[src/pixel_cluster_pkg.sv]
package pixel_cluster_pkg;

    // Register port words
    typedef logic [31:0] reg_t;
    typedef logic [4:0]  addr_t;
    typedef logic [3:0]  byte_en_t;

    // Pixel format, blue in the low byte and red in the high byte
    localparam int N_COLORS   = 3;
    localparam int COLOR_BITS = 8;

    typedef logic [COLOR_BITS-1:0]          color_t;
    typedef logic [N_COLORS*COLOR_BITS-1:0] pixel_t;

    // Frame geometry
    localparam int FRAME_WIDTH  = 32;
    localparam int FRAME_HEIGHT = 24;
    localparam int MAX_DIM      = (FRAME_WIDTH > FRAME_HEIGHT) ? FRAME_WIDTH : FRAME_HEIGHT;

    // Internal width covers the larger dimension inclusive
    localparam int CALC_BITS = $clog2(MAX_DIM + 1);

    typedef logic [15:0]          coord_t;
    typedef logic [CALC_BITS-1:0] calc_coord_t;
    typedef logic [15:0]          count_t;

    // Cluster slots and the frame-done delay that follows their pipeline
    localparam int N_CLUSTERS = 4;
    localparam int IRQ_DELAY  = N_CLUSTERS + 4;

    // Register map
    localparam addr_t REG_CONTROL   = 5'd0;
    localparam addr_t REG_COMPARE_0 = 5'd1;
    localparam addr_t REG_COMPARE_1 = 5'd2;
    localparam addr_t REG_RANGE     = 5'd3;

    localparam int REG_SLOT_BASE = 4;
    localparam int REGS_PER_SLOT = 4;
    localparam int N_REGS        = REG_SLOT_BASE + N_CLUSTERS * REGS_PER_SLOT;

    // Compare register fields above the three thresholds
    localparam int CMP_ENABLE_LSB = 24;
    localparam int CMP_LESS_LSB   = 27;

endpackage

[src/pixel_cluster_clusterer.sv]
module pixel_cluster_clusterer (
    input  logic                      clk,
    input  logic                      reset,
    input  logic                      clear,
    input  pixel_cluster_pkg::coord_t pixel_x,
    input  pixel_cluster_pkg::coord_t pixel_y,
    input  logic                      valid,
    input  pixel_cluster_pkg::coord_t range,
    output pixel_cluster_pkg::coord_t slot_center_x [pixel_cluster_pkg::N_CLUSTERS],
    output pixel_cluster_pkg::coord_t slot_center_y [pixel_cluster_pkg::N_CLUSTERS],
    output pixel_cluster_pkg::coord_t slot_min_x [pixel_cluster_pkg::N_CLUSTERS],
    output pixel_cluster_pkg::coord_t slot_min_y [pixel_cluster_pkg::N_CLUSTERS],
    output pixel_cluster_pkg::coord_t slot_max_x [pixel_cluster_pkg::N_CLUSTERS],
    output pixel_cluster_pkg::coord_t slot_max_y [pixel_cluster_pkg::N_CLUSTERS],
    output pixel_cluster_pkg::count_t slot_count [pixel_cluster_pkg::N_CLUSTERS]
);

    // Pixel in flight at each stage
    pixel_cluster_pkg::calc_coord_t pipe_x [pixel_cluster_pkg::N_CLUSTERS];
    pixel_cluster_pkg::calc_coord_t pipe_y [pixel_cluster_pkg::N_CLUSTERS];
    logic [pixel_cluster_pkg::N_CLUSTERS-1:0] pipe_valid;

    // Slot state
    pixel_cluster_pkg::calc_coord_t cen_x [pixel_cluster_pkg::N_CLUSTERS];
    pixel_cluster_pkg::calc_coord_t cen_y [pixel_cluster_pkg::N_CLUSTERS];
    pixel_cluster_pkg::calc_coord_t min_x [pixel_cluster_pkg::N_CLUSTERS];
    pixel_cluster_pkg::calc_coord_t min_y [pixel_cluster_pkg::N_CLUSTERS];
    pixel_cluster_pkg::calc_coord_t max_x [pixel_cluster_pkg::N_CLUSTERS];
    pixel_cluster_pkg::calc_coord_t max_y [pixel_cluster_pkg::N_CLUSTERS];
    pixel_cluster_pkg::count_t      count [pixel_cluster_pkg::N_CLUSTERS];

    pixel_cluster_pkg::calc_coord_t diff_x [pixel_cluster_pkg::N_CLUSTERS];
    pixel_cluster_pkg::calc_coord_t diff_y [pixel_cluster_pkg::N_CLUSTERS];
    logic [pixel_cluster_pkg::CALC_BITS:0]     sum_x [pixel_cluster_pkg::N_CLUSTERS];
    logic [pixel_cluster_pkg::CALC_BITS:0]     sum_y [pixel_cluster_pkg::N_CLUSTERS];
    logic [2*pixel_cluster_pkg::CALC_BITS:0]   dist_sq [pixel_cluster_pkg::N_CLUSTERS];
    logic [2*$bits(pixel_cluster_pkg::coord_t)-1:0] range_sq;
    logic [pixel_cluster_pkg::N_CLUSTERS-1:0] hit;

    always_ff @(posedge clk) begin
        range_sq <= range * range;
    end

    // Distance against the live slot centre, so it stays in the same cycle
    always_comb begin
        for (int i = 0; i < pixel_cluster_pkg::N_CLUSTERS; i++) begin
            diff_x[i]  = (cen_x[i] > pipe_x[i]) ? cen_x[i] - pipe_x[i] : pipe_x[i] - cen_x[i];
            diff_y[i]  = (cen_y[i] > pipe_y[i]) ? cen_y[i] - pipe_y[i] : pipe_y[i] - cen_y[i];
            dist_sq[i] = diff_x[i] * diff_x[i] + diff_y[i] * diff_y[i];
            sum_x[i]   = {1'b0, cen_x[i]} + {1'b0, pipe_x[i]};
            sum_y[i]   = {1'b0, cen_y[i]} + {1'b0, pipe_y[i]};
            hit[i]     = pipe_valid[i] && (count[i] == '0 || dist_sq[i] <= range_sq);
        end
    end

    always_ff @(posedge clk) begin
        pipe_x[0] <= pixel_x[pixel_cluster_pkg::CALC_BITS-1:0];
        pipe_y[0] <= pixel_y[pixel_cluster_pkg::CALC_BITS-1:0];
        for (int i = 1; i < pixel_cluster_pkg::N_CLUSTERS; i++) begin
            pipe_x[i] <= pipe_x[i-1];
            pipe_y[i] <= pipe_y[i-1];
        end
    end

    always_ff @(posedge clk) begin
        if (reset || clear) begin
            pipe_valid <= '0;
            for (int i = 0; i < pixel_cluster_pkg::N_CLUSTERS; i++) begin
                cen_x[i] <= '0;
                cen_y[i] <= '0;
                min_x[i] <= '0;
                min_y[i] <= '0;
                max_x[i] <= '0;
                max_y[i] <= '0;
                count[i] <= '0;
            end
        end else begin
            pipe_valid[0] <= valid;
            // An absorbed pixel goes no further
            for (int i = 1; i < pixel_cluster_pkg::N_CLUSTERS; i++) begin
                pipe_valid[i] <= pipe_valid[i-1] && !hit[i-1];
            end
            for (int i = 0; i < pixel_cluster_pkg::N_CLUSTERS; i++) begin
                if (hit[i]) begin
                    if (count[i] == '0) begin
                        cen_x[i] <= pipe_x[i];
                        cen_y[i] <= pipe_y[i];
                        min_x[i] <= pipe_x[i];
                        min_y[i] <= pipe_y[i];
                        max_x[i] <= pipe_x[i];
                        max_y[i] <= pipe_y[i];
                    end else begin
                        cen_x[i] <= sum_x[i][pixel_cluster_pkg::CALC_BITS:1];
                        cen_y[i] <= sum_y[i][pixel_cluster_pkg::CALC_BITS:1];
                        min_x[i] <= (pipe_x[i] < min_x[i]) ? pipe_x[i] : min_x[i];
                        min_y[i] <= (pipe_y[i] < min_y[i]) ? pipe_y[i] : min_y[i];
                        max_x[i] <= (pipe_x[i] > max_x[i]) ? pipe_x[i] : max_x[i];
                        max_y[i] <= (pipe_y[i] > max_y[i]) ? pipe_y[i] : max_y[i];
                    end
                    count[i] <= count[i] + 1'b1;
                end
            end
        end
    end

    // Zero padded to the register coordinate width
    always_comb begin
        for (int i = 0; i < pixel_cluster_pkg::N_CLUSTERS; i++) begin
            slot_center_x[i] = pixel_cluster_pkg::coord_t'(cen_x[i]);
            slot_center_y[i] = pixel_cluster_pkg::coord_t'(cen_y[i]);
            slot_min_x[i]    = pixel_cluster_pkg::coord_t'(min_x[i]);
            slot_min_y[i]    = pixel_cluster_pkg::coord_t'(min_y[i]);
            slot_max_x[i]    = pixel_cluster_pkg::coord_t'(max_x[i]);
            slot_max_y[i]    = pixel_cluster_pkg::coord_t'(max_y[i]);
            slot_count[i]    = count[i];
        end
    end

    for (genvar g = 0; g < pixel_cluster_pkg::N_CLUSTERS; g++) begin : g_box_check
        a_box_order: assert property (@(posedge clk) disable iff (reset)
            count[g] != '0 |-> (min_x[g] <= max_x[g] && min_y[g] <= max_y[g]));
    end

endmodule

[src/pixel_cluster_color_match.sv]
module pixel_cluster_color_match (
    input  pixel_cluster_pkg::pixel_t pixel,
    input  logic                      pixel_valid,
    input  pixel_cluster_pkg::pixel_t threshold,
    input  logic [2:0]                enable,
    input  logic [2:0]                less_than,
    output logic                      match
);

    pixel_cluster_pkg::color_t channel [pixel_cluster_pkg::N_COLORS];
    pixel_cluster_pkg::color_t level [pixel_cluster_pkg::N_COLORS];
    logic [pixel_cluster_pkg::N_COLORS-1:0] pass;

    always_comb begin
        for (int i = 0; i < pixel_cluster_pkg::N_COLORS; i++) begin
            channel[i] = pixel[i*pixel_cluster_pkg::COLOR_BITS +: pixel_cluster_pkg::COLOR_BITS];
            level[i]   = threshold[i*pixel_cluster_pkg::COLOR_BITS +:
                                   pixel_cluster_pkg::COLOR_BITS];
            // Less-than set means below threshold, clear means at or above
            pass[i] = !enable[i] || ((channel[i] < level[i]) == less_than[i]);
        end
    end

    assign match = pixel_valid && (&pass);

endmodule

[src/pixel_cluster_csr.sv]
module pixel_cluster_csr (
    input  logic                        clk,
    input  logic                        reset,
    input  pixel_cluster_pkg::addr_t    mm_address,
    input  pixel_cluster_pkg::byte_en_t mm_byteenable,
    input  logic                        mm_read,
    input  logic                        mm_write,
    input  pixel_cluster_pkg::reg_t     mm_writedata,
    output pixel_cluster_pkg::reg_t     mm_readdata,
    output pixel_cluster_pkg::pixel_t   cmp_threshold_0,
    output pixel_cluster_pkg::pixel_t   cmp_threshold_1,
    output logic [2:0]                  cmp_enable_0,
    output logic [2:0]                  cmp_enable_1,
    output logic [2:0]                  cmp_less_0,
    output logic [2:0]                  cmp_less_1,
    output pixel_cluster_pkg::coord_t   range,
    output logic                        control_write,
    input  pixel_cluster_pkg::coord_t   slot_center_x [pixel_cluster_pkg::N_CLUSTERS],
    input  pixel_cluster_pkg::coord_t   slot_center_y [pixel_cluster_pkg::N_CLUSTERS],
    input  pixel_cluster_pkg::coord_t   slot_min_x [pixel_cluster_pkg::N_CLUSTERS],
    input  pixel_cluster_pkg::coord_t   slot_min_y [pixel_cluster_pkg::N_CLUSTERS],
    input  pixel_cluster_pkg::coord_t   slot_max_x [pixel_cluster_pkg::N_CLUSTERS],
    input  pixel_cluster_pkg::coord_t   slot_max_y [pixel_cluster_pkg::N_CLUSTERS],
    input  pixel_cluster_pkg::count_t   slot_count [pixel_cluster_pkg::N_CLUSTERS]
);

    pixel_cluster_pkg::reg_t compare_0;
    pixel_cluster_pkg::reg_t compare_1;
    pixel_cluster_pkg::reg_t range_reg;
    pixel_cluster_pkg::reg_t read_map [pixel_cluster_pkg::N_REGS];
    pixel_cluster_pkg::reg_t read_word;
    pixel_cluster_pkg::reg_t read_mask;

    // Byte-enabled writes, control only produces the pulse
    always_ff @(posedge clk) begin
        if (reset) begin
            compare_0     <= '0;
            compare_1     <= '0;
            range_reg     <= '0;
            control_write <= 1'b0;
        end else begin
            control_write <= mm_write && (mm_address == pixel_cluster_pkg::REG_CONTROL);
            if (mm_write) begin
                for (int i = 0; i < $bits(pixel_cluster_pkg::byte_en_t); i++) begin
                    if (mm_byteenable[i]) begin
                        case (mm_address)
                            pixel_cluster_pkg::REG_COMPARE_0:
                                compare_0[i*8 +: 8] <= mm_writedata[i*8 +: 8];
                            pixel_cluster_pkg::REG_COMPARE_1:
                                compare_1[i*8 +: 8] <= mm_writedata[i*8 +: 8];
                            pixel_cluster_pkg::REG_RANGE:
                                range_reg[i*8 +: 8] <= mm_writedata[i*8 +: 8];
                            default: ;
                        endcase
                    end
                end
            end
        end
    end

    // Read map, slot k starts at REG_SLOT_BASE + 4k
    always_comb begin
        int base;
        read_map[pixel_cluster_pkg::REG_CONTROL]   = '0;
        read_map[pixel_cluster_pkg::REG_COMPARE_0] = compare_0;
        read_map[pixel_cluster_pkg::REG_COMPARE_1] = compare_1;
        read_map[pixel_cluster_pkg::REG_RANGE]     = range_reg;
        for (int k = 0; k < pixel_cluster_pkg::N_CLUSTERS; k++) begin
            base = pixel_cluster_pkg::REG_SLOT_BASE + k * pixel_cluster_pkg::REGS_PER_SLOT;
            read_map[base]     = {slot_center_y[k], slot_center_x[k]};
            read_map[base + 1] = {slot_min_y[k], slot_min_x[k]};
            read_map[base + 2] = {slot_max_y[k], slot_max_x[k]};
            read_map[base + 3] = pixel_cluster_pkg::reg_t'(slot_count[k]);
        end
    end

    always_comb begin
        read_word = (mm_address < pixel_cluster_pkg::N_REGS) ? read_map[mm_address] : '0;
        for (int i = 0; i < $bits(pixel_cluster_pkg::byte_en_t); i++) begin
            read_mask[i*8 +: 8] = {8{mm_byteenable[i]}};
        end
    end

    // Write wins over a simultaneous read
    always_ff @(posedge clk) begin
        if (mm_read && !mm_write) begin
            mm_readdata <= read_word & read_mask;
        end
    end

    // Field decode
    assign cmp_threshold_0 = compare_0[$bits(pixel_cluster_pkg::pixel_t)-1:0];
    assign cmp_threshold_1 = compare_1[$bits(pixel_cluster_pkg::pixel_t)-1:0];
    assign cmp_enable_0    = compare_0[pixel_cluster_pkg::CMP_ENABLE_LSB +: 3];
    assign cmp_enable_1    = compare_1[pixel_cluster_pkg::CMP_ENABLE_LSB +: 3];
    assign cmp_less_0      = compare_0[pixel_cluster_pkg::CMP_LESS_LSB +: 3];
    assign cmp_less_1      = compare_1[pixel_cluster_pkg::CMP_LESS_LSB +: 3];
    assign range           = range_reg[$bits(pixel_cluster_pkg::coord_t)-1:0];

    a_control_pulse: assert property (
        @(posedge clk) disable iff (reset) control_write |=> !control_write);

endmodule

[src/pixel_cluster_done_irq.sv]
module pixel_cluster_done_irq (
    input  logic clk,
    input  logic reset,
    input  logic frame_end,
    input  logic clear,
    output logic irq
);

    // The sticky flag is the last of the IRQ_DELAY stages
    logic [pixel_cluster_pkg::IRQ_DELAY-2:0] delay_pipe;

    always_ff @(posedge clk) begin
        if (reset) begin
            delay_pipe <= '0;
        end else begin
            delay_pipe <= {delay_pipe[pixel_cluster_pkg::IRQ_DELAY-3:0], frame_end};
        end
    end

    always_ff @(posedge clk) begin
        if (reset || clear) begin
            irq <= 1'b0;
        end else if (delay_pipe[pixel_cluster_pkg::IRQ_DELAY-2]) begin
            irq <= 1'b1;
        end
    end

endmodule

[src/pixel_cluster_scan.sv]
module pixel_cluster_scan (
    input  logic                      clk,
    input  logic                      reset,
    output logic                      st_ready,
    input  logic                      st_startofpacket,
    input  logic                      st_endofpacket,
    input  logic                      st_valid,
    input  pixel_cluster_pkg::pixel_t st_data,
    output pixel_cluster_pkg::pixel_t pixel,
    output logic                      pixel_valid,
    output pixel_cluster_pkg::coord_t pixel_x,
    output pixel_cluster_pkg::coord_t pixel_y,
    output logic                      pixel_end
);

    logic done;
    logic last_col;

    assign last_col = (pixel_x == pixel_cluster_pkg::coord_t'(pixel_cluster_pkg::FRAME_WIDTH - 1));

    always_ff @(posedge clk) begin
        if (st_valid) begin
            pixel <= st_data;
        end
    end

    always_ff @(posedge clk) begin
        if (reset) begin
            st_ready    <= 1'b0;
            pixel_valid <= 1'b0;
            pixel_x     <= '0;
            pixel_y     <= '0;
            pixel_end   <= 1'b0;
            done        <= 1'b0;
        end else begin
            st_ready  <= 1'b1;
            pixel_end <= 1'b0;
            if (st_valid) begin
                if (st_startofpacket) begin
                    pixel_x     <= '0;
                    pixel_y     <= '0;
                    pixel_valid <= 1'b1;
                    done        <= 1'b0;
                end else begin
                    // Row major order
                    pixel_x <= last_col ? '0 : pixel_x + 1'b1;
                    pixel_y <= last_col ? pixel_y + 1'b1 : pixel_y;
                    done    <= st_endofpacket;
                end
            end
            // One cycle after the last pixel
            if (done) begin
                pixel_x     <= '0;
                pixel_y     <= '0;
                pixel_valid <= 1'b0;
                pixel_end   <= 1'b1;
                done        <= 1'b0;
            end
        end
    end

    a_x_in_frame: assert property (@(posedge clk) disable iff (reset)
        pixel_valid |-> (pixel_x < pixel_cluster_pkg::FRAME_WIDTH &&
                         pixel_y < pixel_cluster_pkg::FRAME_HEIGHT));

endmodule

[src/pixel_cluster_top.sv]
module pixel_cluster_top (
    input  logic                        clk,
    input  logic                        reset,
    input  pixel_cluster_pkg::addr_t    mm_address,
    input  pixel_cluster_pkg::byte_en_t mm_byteenable,
    input  logic                        mm_read,
    input  logic                        mm_write,
    input  pixel_cluster_pkg::reg_t     mm_writedata,
    output pixel_cluster_pkg::reg_t     mm_readdata,
    output logic                        st_ready,
    input  logic                        st_startofpacket,
    input  logic                        st_endofpacket,
    input  logic                        st_valid,
    input  pixel_cluster_pkg::pixel_t   st_data,
    output logic                        irq
);

    pixel_cluster_pkg::pixel_t cmp_threshold_0, cmp_threshold_1;
    logic [2:0]                cmp_enable_0, cmp_enable_1;
    logic [2:0]                cmp_less_0, cmp_less_1;
    pixel_cluster_pkg::coord_t range;
    logic                      control_write;

    pixel_cluster_pkg::pixel_t pixel;
    logic                      pixel_valid;
    pixel_cluster_pkg::coord_t pixel_x, pixel_y;
    logic                      pixel_end;
    logic                      match_0, match_1;

    pixel_cluster_pkg::coord_t slot_center_x [pixel_cluster_pkg::N_CLUSTERS];
    pixel_cluster_pkg::coord_t slot_center_y [pixel_cluster_pkg::N_CLUSTERS];
    pixel_cluster_pkg::coord_t slot_min_x [pixel_cluster_pkg::N_CLUSTERS];
    pixel_cluster_pkg::coord_t slot_min_y [pixel_cluster_pkg::N_CLUSTERS];
    pixel_cluster_pkg::coord_t slot_max_x [pixel_cluster_pkg::N_CLUSTERS];
    pixel_cluster_pkg::coord_t slot_max_y [pixel_cluster_pkg::N_CLUSTERS];
    pixel_cluster_pkg::count_t slot_count [pixel_cluster_pkg::N_CLUSTERS];

    // Decode
    pixel_cluster_csr u_csr (.*);
    pixel_cluster_scan u_scan (.*);

    // Execute, a pixel must pass both rules
    pixel_cluster_color_match u_match_0 (
        .pixel(pixel), .pixel_valid(pixel_valid), .threshold(cmp_threshold_0),
        .enable(cmp_enable_0), .less_than(cmp_less_0), .match(match_0));
    pixel_cluster_color_match u_match_1 (
        .pixel(pixel), .pixel_valid(pixel_valid), .threshold(cmp_threshold_1),
        .enable(cmp_enable_1), .less_than(cmp_less_1), .match(match_1));

    pixel_cluster_clusterer u_clusterer (
        .clear(control_write), .valid(match_0 && match_1), .*);

    // Result
    pixel_cluster_done_irq u_done_irq (
        .clk(clk), .reset(reset), .frame_end(pixel_end), .clear(control_write), .irq(irq));

endmodule

[config.mk]
export PLATFORM = sky130hd
export DESIGN_NAME = pixel_cluster_top
export DESIGN_NICKNAME = d
export VERILOG_FILES = /design/src/pixel_cluster_pkg.sv /design/src/pixel_cluster_clusterer.sv /design/src/pixel_cluster_color_match.sv /design/src/pixel_cluster_csr.sv /design/src/pixel_cluster_done_irq.sv /design/src/pixel_cluster_scan.sv /design/src/pixel_cluster_top.sv
export SDC_FILE = /design/constraint.sdc
export NUM_CORES = 2
export LEC_CHECK = 0
export BUFFER_PORTS_ARGS = -buffer_cell sky130_fd_sc_hd__buf_2
export CORE_UTILIZATION = 60
export CTS_CLUSTER_DIAMETER = 120
export DETAILED_ROUTE_END_ITERATION = 6
export GPL_ROUTABILITY_DRIVEN = 0
export PLACE_DENSITY = 0.77
export SLEW_MARGIN = 5
export SYNTH_ARGS = -nofsm -noshare
export SYNTH_HDL_FRONTEND = slang
export SYNTH_SLANG_ARGS = --single-unit
[constraint.sdc]
create_clock -name clk -period 28 [get_ports clk]
set_input_delay 0 -clock clk [delete_from_list [all_inputs] [get_ports clk]]
set_output_delay 0 -clock clk [all_outputs]
set_load 0.01 [all_outputs]
==> summary.txt <==
==================================================================================
Status                                                                   completed
Synthesized net count                                                         5498
Most instantiated library cell after synthesis                        sky130_fd_sc_hd__inv_1
Area growth from synthesis to layout                                        8.977%
Global route total overflow                                                      0
Vias                                                                         32540
Pin count of the biggest net entering global routing                            79
Main area contributors after synthesis                                sky130_fd_sc_hd__edfxtp_1 18%, sky130_fd_sc_hd__ha_1 15%, sky130_fd_sc_hd__fa_1 15%, sky130_fd_sc_hd__dfxtp_1 9.9%, sky130_fd_sc_hd__inv_1 6.6%
Async set or reset register ratio after synthesis                               0%
Crit start category                                                      flip-flop
Crit path required time                                                   28.32 ns
FP Rows                                                                         98
Global-route wire length before repair                                   173600 um
Worst-path maximum fanout                                                        8
Router iterations before antenna repair                                          6
I/O pin count                                                                  106
Starting density of the core                                                60.62%
Sequential element share of the synthesized area                            28.18%
Yosys top cell area share                                                   18.29%
Number of antenna violations at the first check in global routing                3
Clock Path Buffers                                                               3
Insertion delay to the later sink of the worst-skew pair                   0.62 ns
Biggest area consumer among synthesized cells                         sky130_fd_sc_hd__edfxtp_1
Chip height                                                               270.7 um
CTS Sinks                                                                      478
Final Setup Violations                                                           0
Vias in the first global route                                               33140
Placed wire-length estimate                                               82370 um
Flip-flop count of the largest register, all copies and words added             64
Max-slew violation count                                                         0
Number of warnings issued by yosys                                               0
Maximum clock frequency                                                  96.89 MHz
Clock buffer count from CTS                                                     51
Post-layout nets                                                              5604
DRC errors left                                                                  0
Root buffer cell                                                      sky130_fd_sc_hd__clkbuf_16
Clock tree from TritonCTS                                                    built
Crit path time final                                                      10.32 ns
Drt wl/cell                                                               18.92 um
DRC violation total after the first TritonRoute iteration                     2527
Area inside the core boundary                                         0.07149 sq mm
Setup tns final                                                               0 ns
Antenna Nets Post-Route                                                          0
Clock skew                                                              0.02317 ns
Slowest Stage Delay on Critical Path                                       0.99 ns
Number of register bits inferred by synthesis                                  478
Most numerous cell types in the synthesized netlist                   762 x sky130_fd_sc_hd__inv_1, 614 x sky130_fd_sc_hd__nor2_1, 533 x sky130_fd_sc_hd__ha_1, 328 x sky130_fd_sc_hd__fa_1, 264 x sky130_fd_sc_hd__edfxtp_1
Transition at the pin with the smallest max-transition slack              1.173 ns
Routed Wire Length                                                       107200 um
Clock Pin Slew Worst Setup and Hold Paths                                  0.07 ns
Max Cap Violations                                                               0
Die outline width                                                         270.7 um
Number of hold violations in the final report                                    0
Flip-flop cell with the highest count after synthesis                 sky130_fd_sc_hd__edfxtp_1
Max_slew headroom                                                           19.79%
Part of the cycle the worst path needs                                      36.86%
Element type at the critical path end                                    flip-flop
Post-Synthesis Cells                                                          4565
Area of the mapped netlist                                            0.04333 sq mm
Number of enable flip-flop cells after synthesis                               264
Total Die Area                                                        0.07330 sq mm
Global router's overall resource usage                                      29.59%
H-tree lvl count                                                                 2
Worst R2R Setup Slack                                                     17.68 ns
Type of the most critical hold path                                   input pin to flip-flop
Share of cells above drive strength 1                                       7.022%
RSZ-0062 raised after global routing                                            no
Critical path data arrival time                                           10.64 ns
Mean instance size in the synthesized netlist                          9.492 sq um
Routed vias/inst                                                             5.743
Register with the highest flop count                                  u_clusterer.count
Critical setup path kind                                              flip-flop to flip-flop
Netlist cell types                                                              85
Number of setup buffers added after CTS                                          0
Critical Path Most Common Cell                                        sky130_fd_sc_hd__fa_1
Slowest CP cell                                                       sky130_fd_sc_hd__a2111oi_0
Filler cells                                                                  5532
Port Buffers                                                                   105
==================================================================================
final cells by class:
type / count / area (sq um) / area share, %
Antenna cell: 1 / 2.502 / 0.005299
Timing Repair Buffer: 198 / 1401 / 2.968
Sequential cell: 478 / 12210 / 25.86
Tap cell: 950 / 1189 / 2.517
Multi-Input combinational cell: 3175 / 27660 / 58.57
Clock buffer: 60 / 1393 / 2.949
Inverter: 767 / 2879 / 6.097
Clock inverter: 36 / 486.7 / 1.031
cells by family after synthesis:
kind of cell	after synthesis	share of synthesized area (%)
buffers and inverters	912	8.010
adder cells (fa/ha/maj)	861	30.54
XOR/XNOR	218	4.476
multiplexers	215	5.890
AO/OA/AOI/OAI	652	9.786
AND/OR/NAND/NOR	1229	13.11
flip-flops	478	28.18
metal layers:
layer / global-route usage (%) / vias up / share of wire, % / wire (um)
met1: 38.32 / 15830 / 41 / 43900
li1: - / 15290 / - / -
met5: 0 / - / 0.012 / 13
met4: 12.30 / 2 / 4.2 / 4472
met3: 3.914 / 249 / 6.5 / 7014
met2: 49.91 / 1160 / 48 / 51810
final timing paths:
path	start	end	cells past startpoint
max	u_clusterer.pipe_x[2][1]$_DFF_P_	u_clusterer.cen_x[2][1]$_SDFFCE_PP0P_	33
min	st_data[23]	u_scan.pixel[23]$_DFFE_PP_	2
max reg2reg	u_clusterer.pipe_x[2][1]$_DFF_P_	u_clusterer.cen_x[2][1]$_SDFFCE_PP0P_	33
min reg2reg	u_scan.pixel_y[5]$_SDFFE_PP0P_	u_clusterer.pipe_y[0][5]$_DFF_P_	0
metrics by stage:
stage          hold slack (ns)  instances  util, %  instance area (sq um)  setup WS, ns
2_1_floorplan          0.09887       4565        -                  43330         18.79
3_3_place_gp            0.1783       5500    62.47                  44660         18.00
3_5_place_dp            0.1785       5500    62.47                  44660         17.81
4_1_cts                0.06074       5664    66.06                  47220         17.76
5_1_grt                0.09617       5665    66.06                  47220         16.90
6_report                0.1017       5665    66.06                  47220         17.68
cells in the final DEF, fill, tap and decap left out, types with 22 or more instances in the layout:
cell,n
sky130_fd_sc_hd__dfxtp_1,214
sky130_fd_sc_hd__fa_1,328
sky130_fd_sc_hd__o21bai_1,29
sky130_fd_sc_hd__xnor2_1,132
sky130_fd_sc_hd__nand2b_1,56
sky130_fd_sc_hd__nand2_1,190
sky130_fd_sc_hd__a22oi_1,22
sky130_fd_sc_hd__nor2_1,613
sky130_fd_sc_hd__and2_1,61
sky130_fd_sc_hd__buf_2,102
sky130_fd_sc_hd__a21o_1,97
sky130_fd_sc_hd__nor2b_1,46
sky130_fd_sc_hd__dlygate4sd3_1,68
sky130_fd_sc_hd__inv_1,762
sky130_fd_sc_hd__o21a_1,29
sky130_fd_sc_hd__a21oi_1,185
sky130_fd_sc_hd__nand3_1,59
sky130_fd_sc_hd__edfxtp_1,264
sky130_fd_sc_hd__clkbuf_16,53
sky130_fd_sc_hd__or2_2,22
sky130_fd_sc_hd__mux4_2,30
sky130_fd_sc_hd__ha_1,533
sky130_fd_sc_hd__nand4_1,49
sky130_fd_sc_hd__a211oi_1,58
sky130_fd_sc_hd__o21ai_0,121
sky130_fd_sc_hd__and3_1,27
sky130_fd_sc_hd__xor2_1,82
sky130_fd_sc_hd__nor3_1,27
sky130_fd_sc_hd__mux2i_1,168
sky130_fd_sc_hd__buf_4,28
what timing repair did:
item	in CTS	in global routing
hold buffers	68	0
resized for setup	0	0
endpoints found under the hold margin	190	0
worst max-delay path, delay by kind of cell, from the launching register on:
family	cells	cell delay, ns
AND/OR/NAND/NOR	4	0.84
XOR/XNOR	2	0.66
AO/OA/AOI/OAI	12	3.44
buffers and inverters	6	0.71
flip-flops	1	0.50
adder cells (fa/ha/maj)	8	3.60
multiplexers	1	0.26
Power is not shown: default switching activity piles up to over one toggle a cycle in this logic, so the estimate is an artifact.
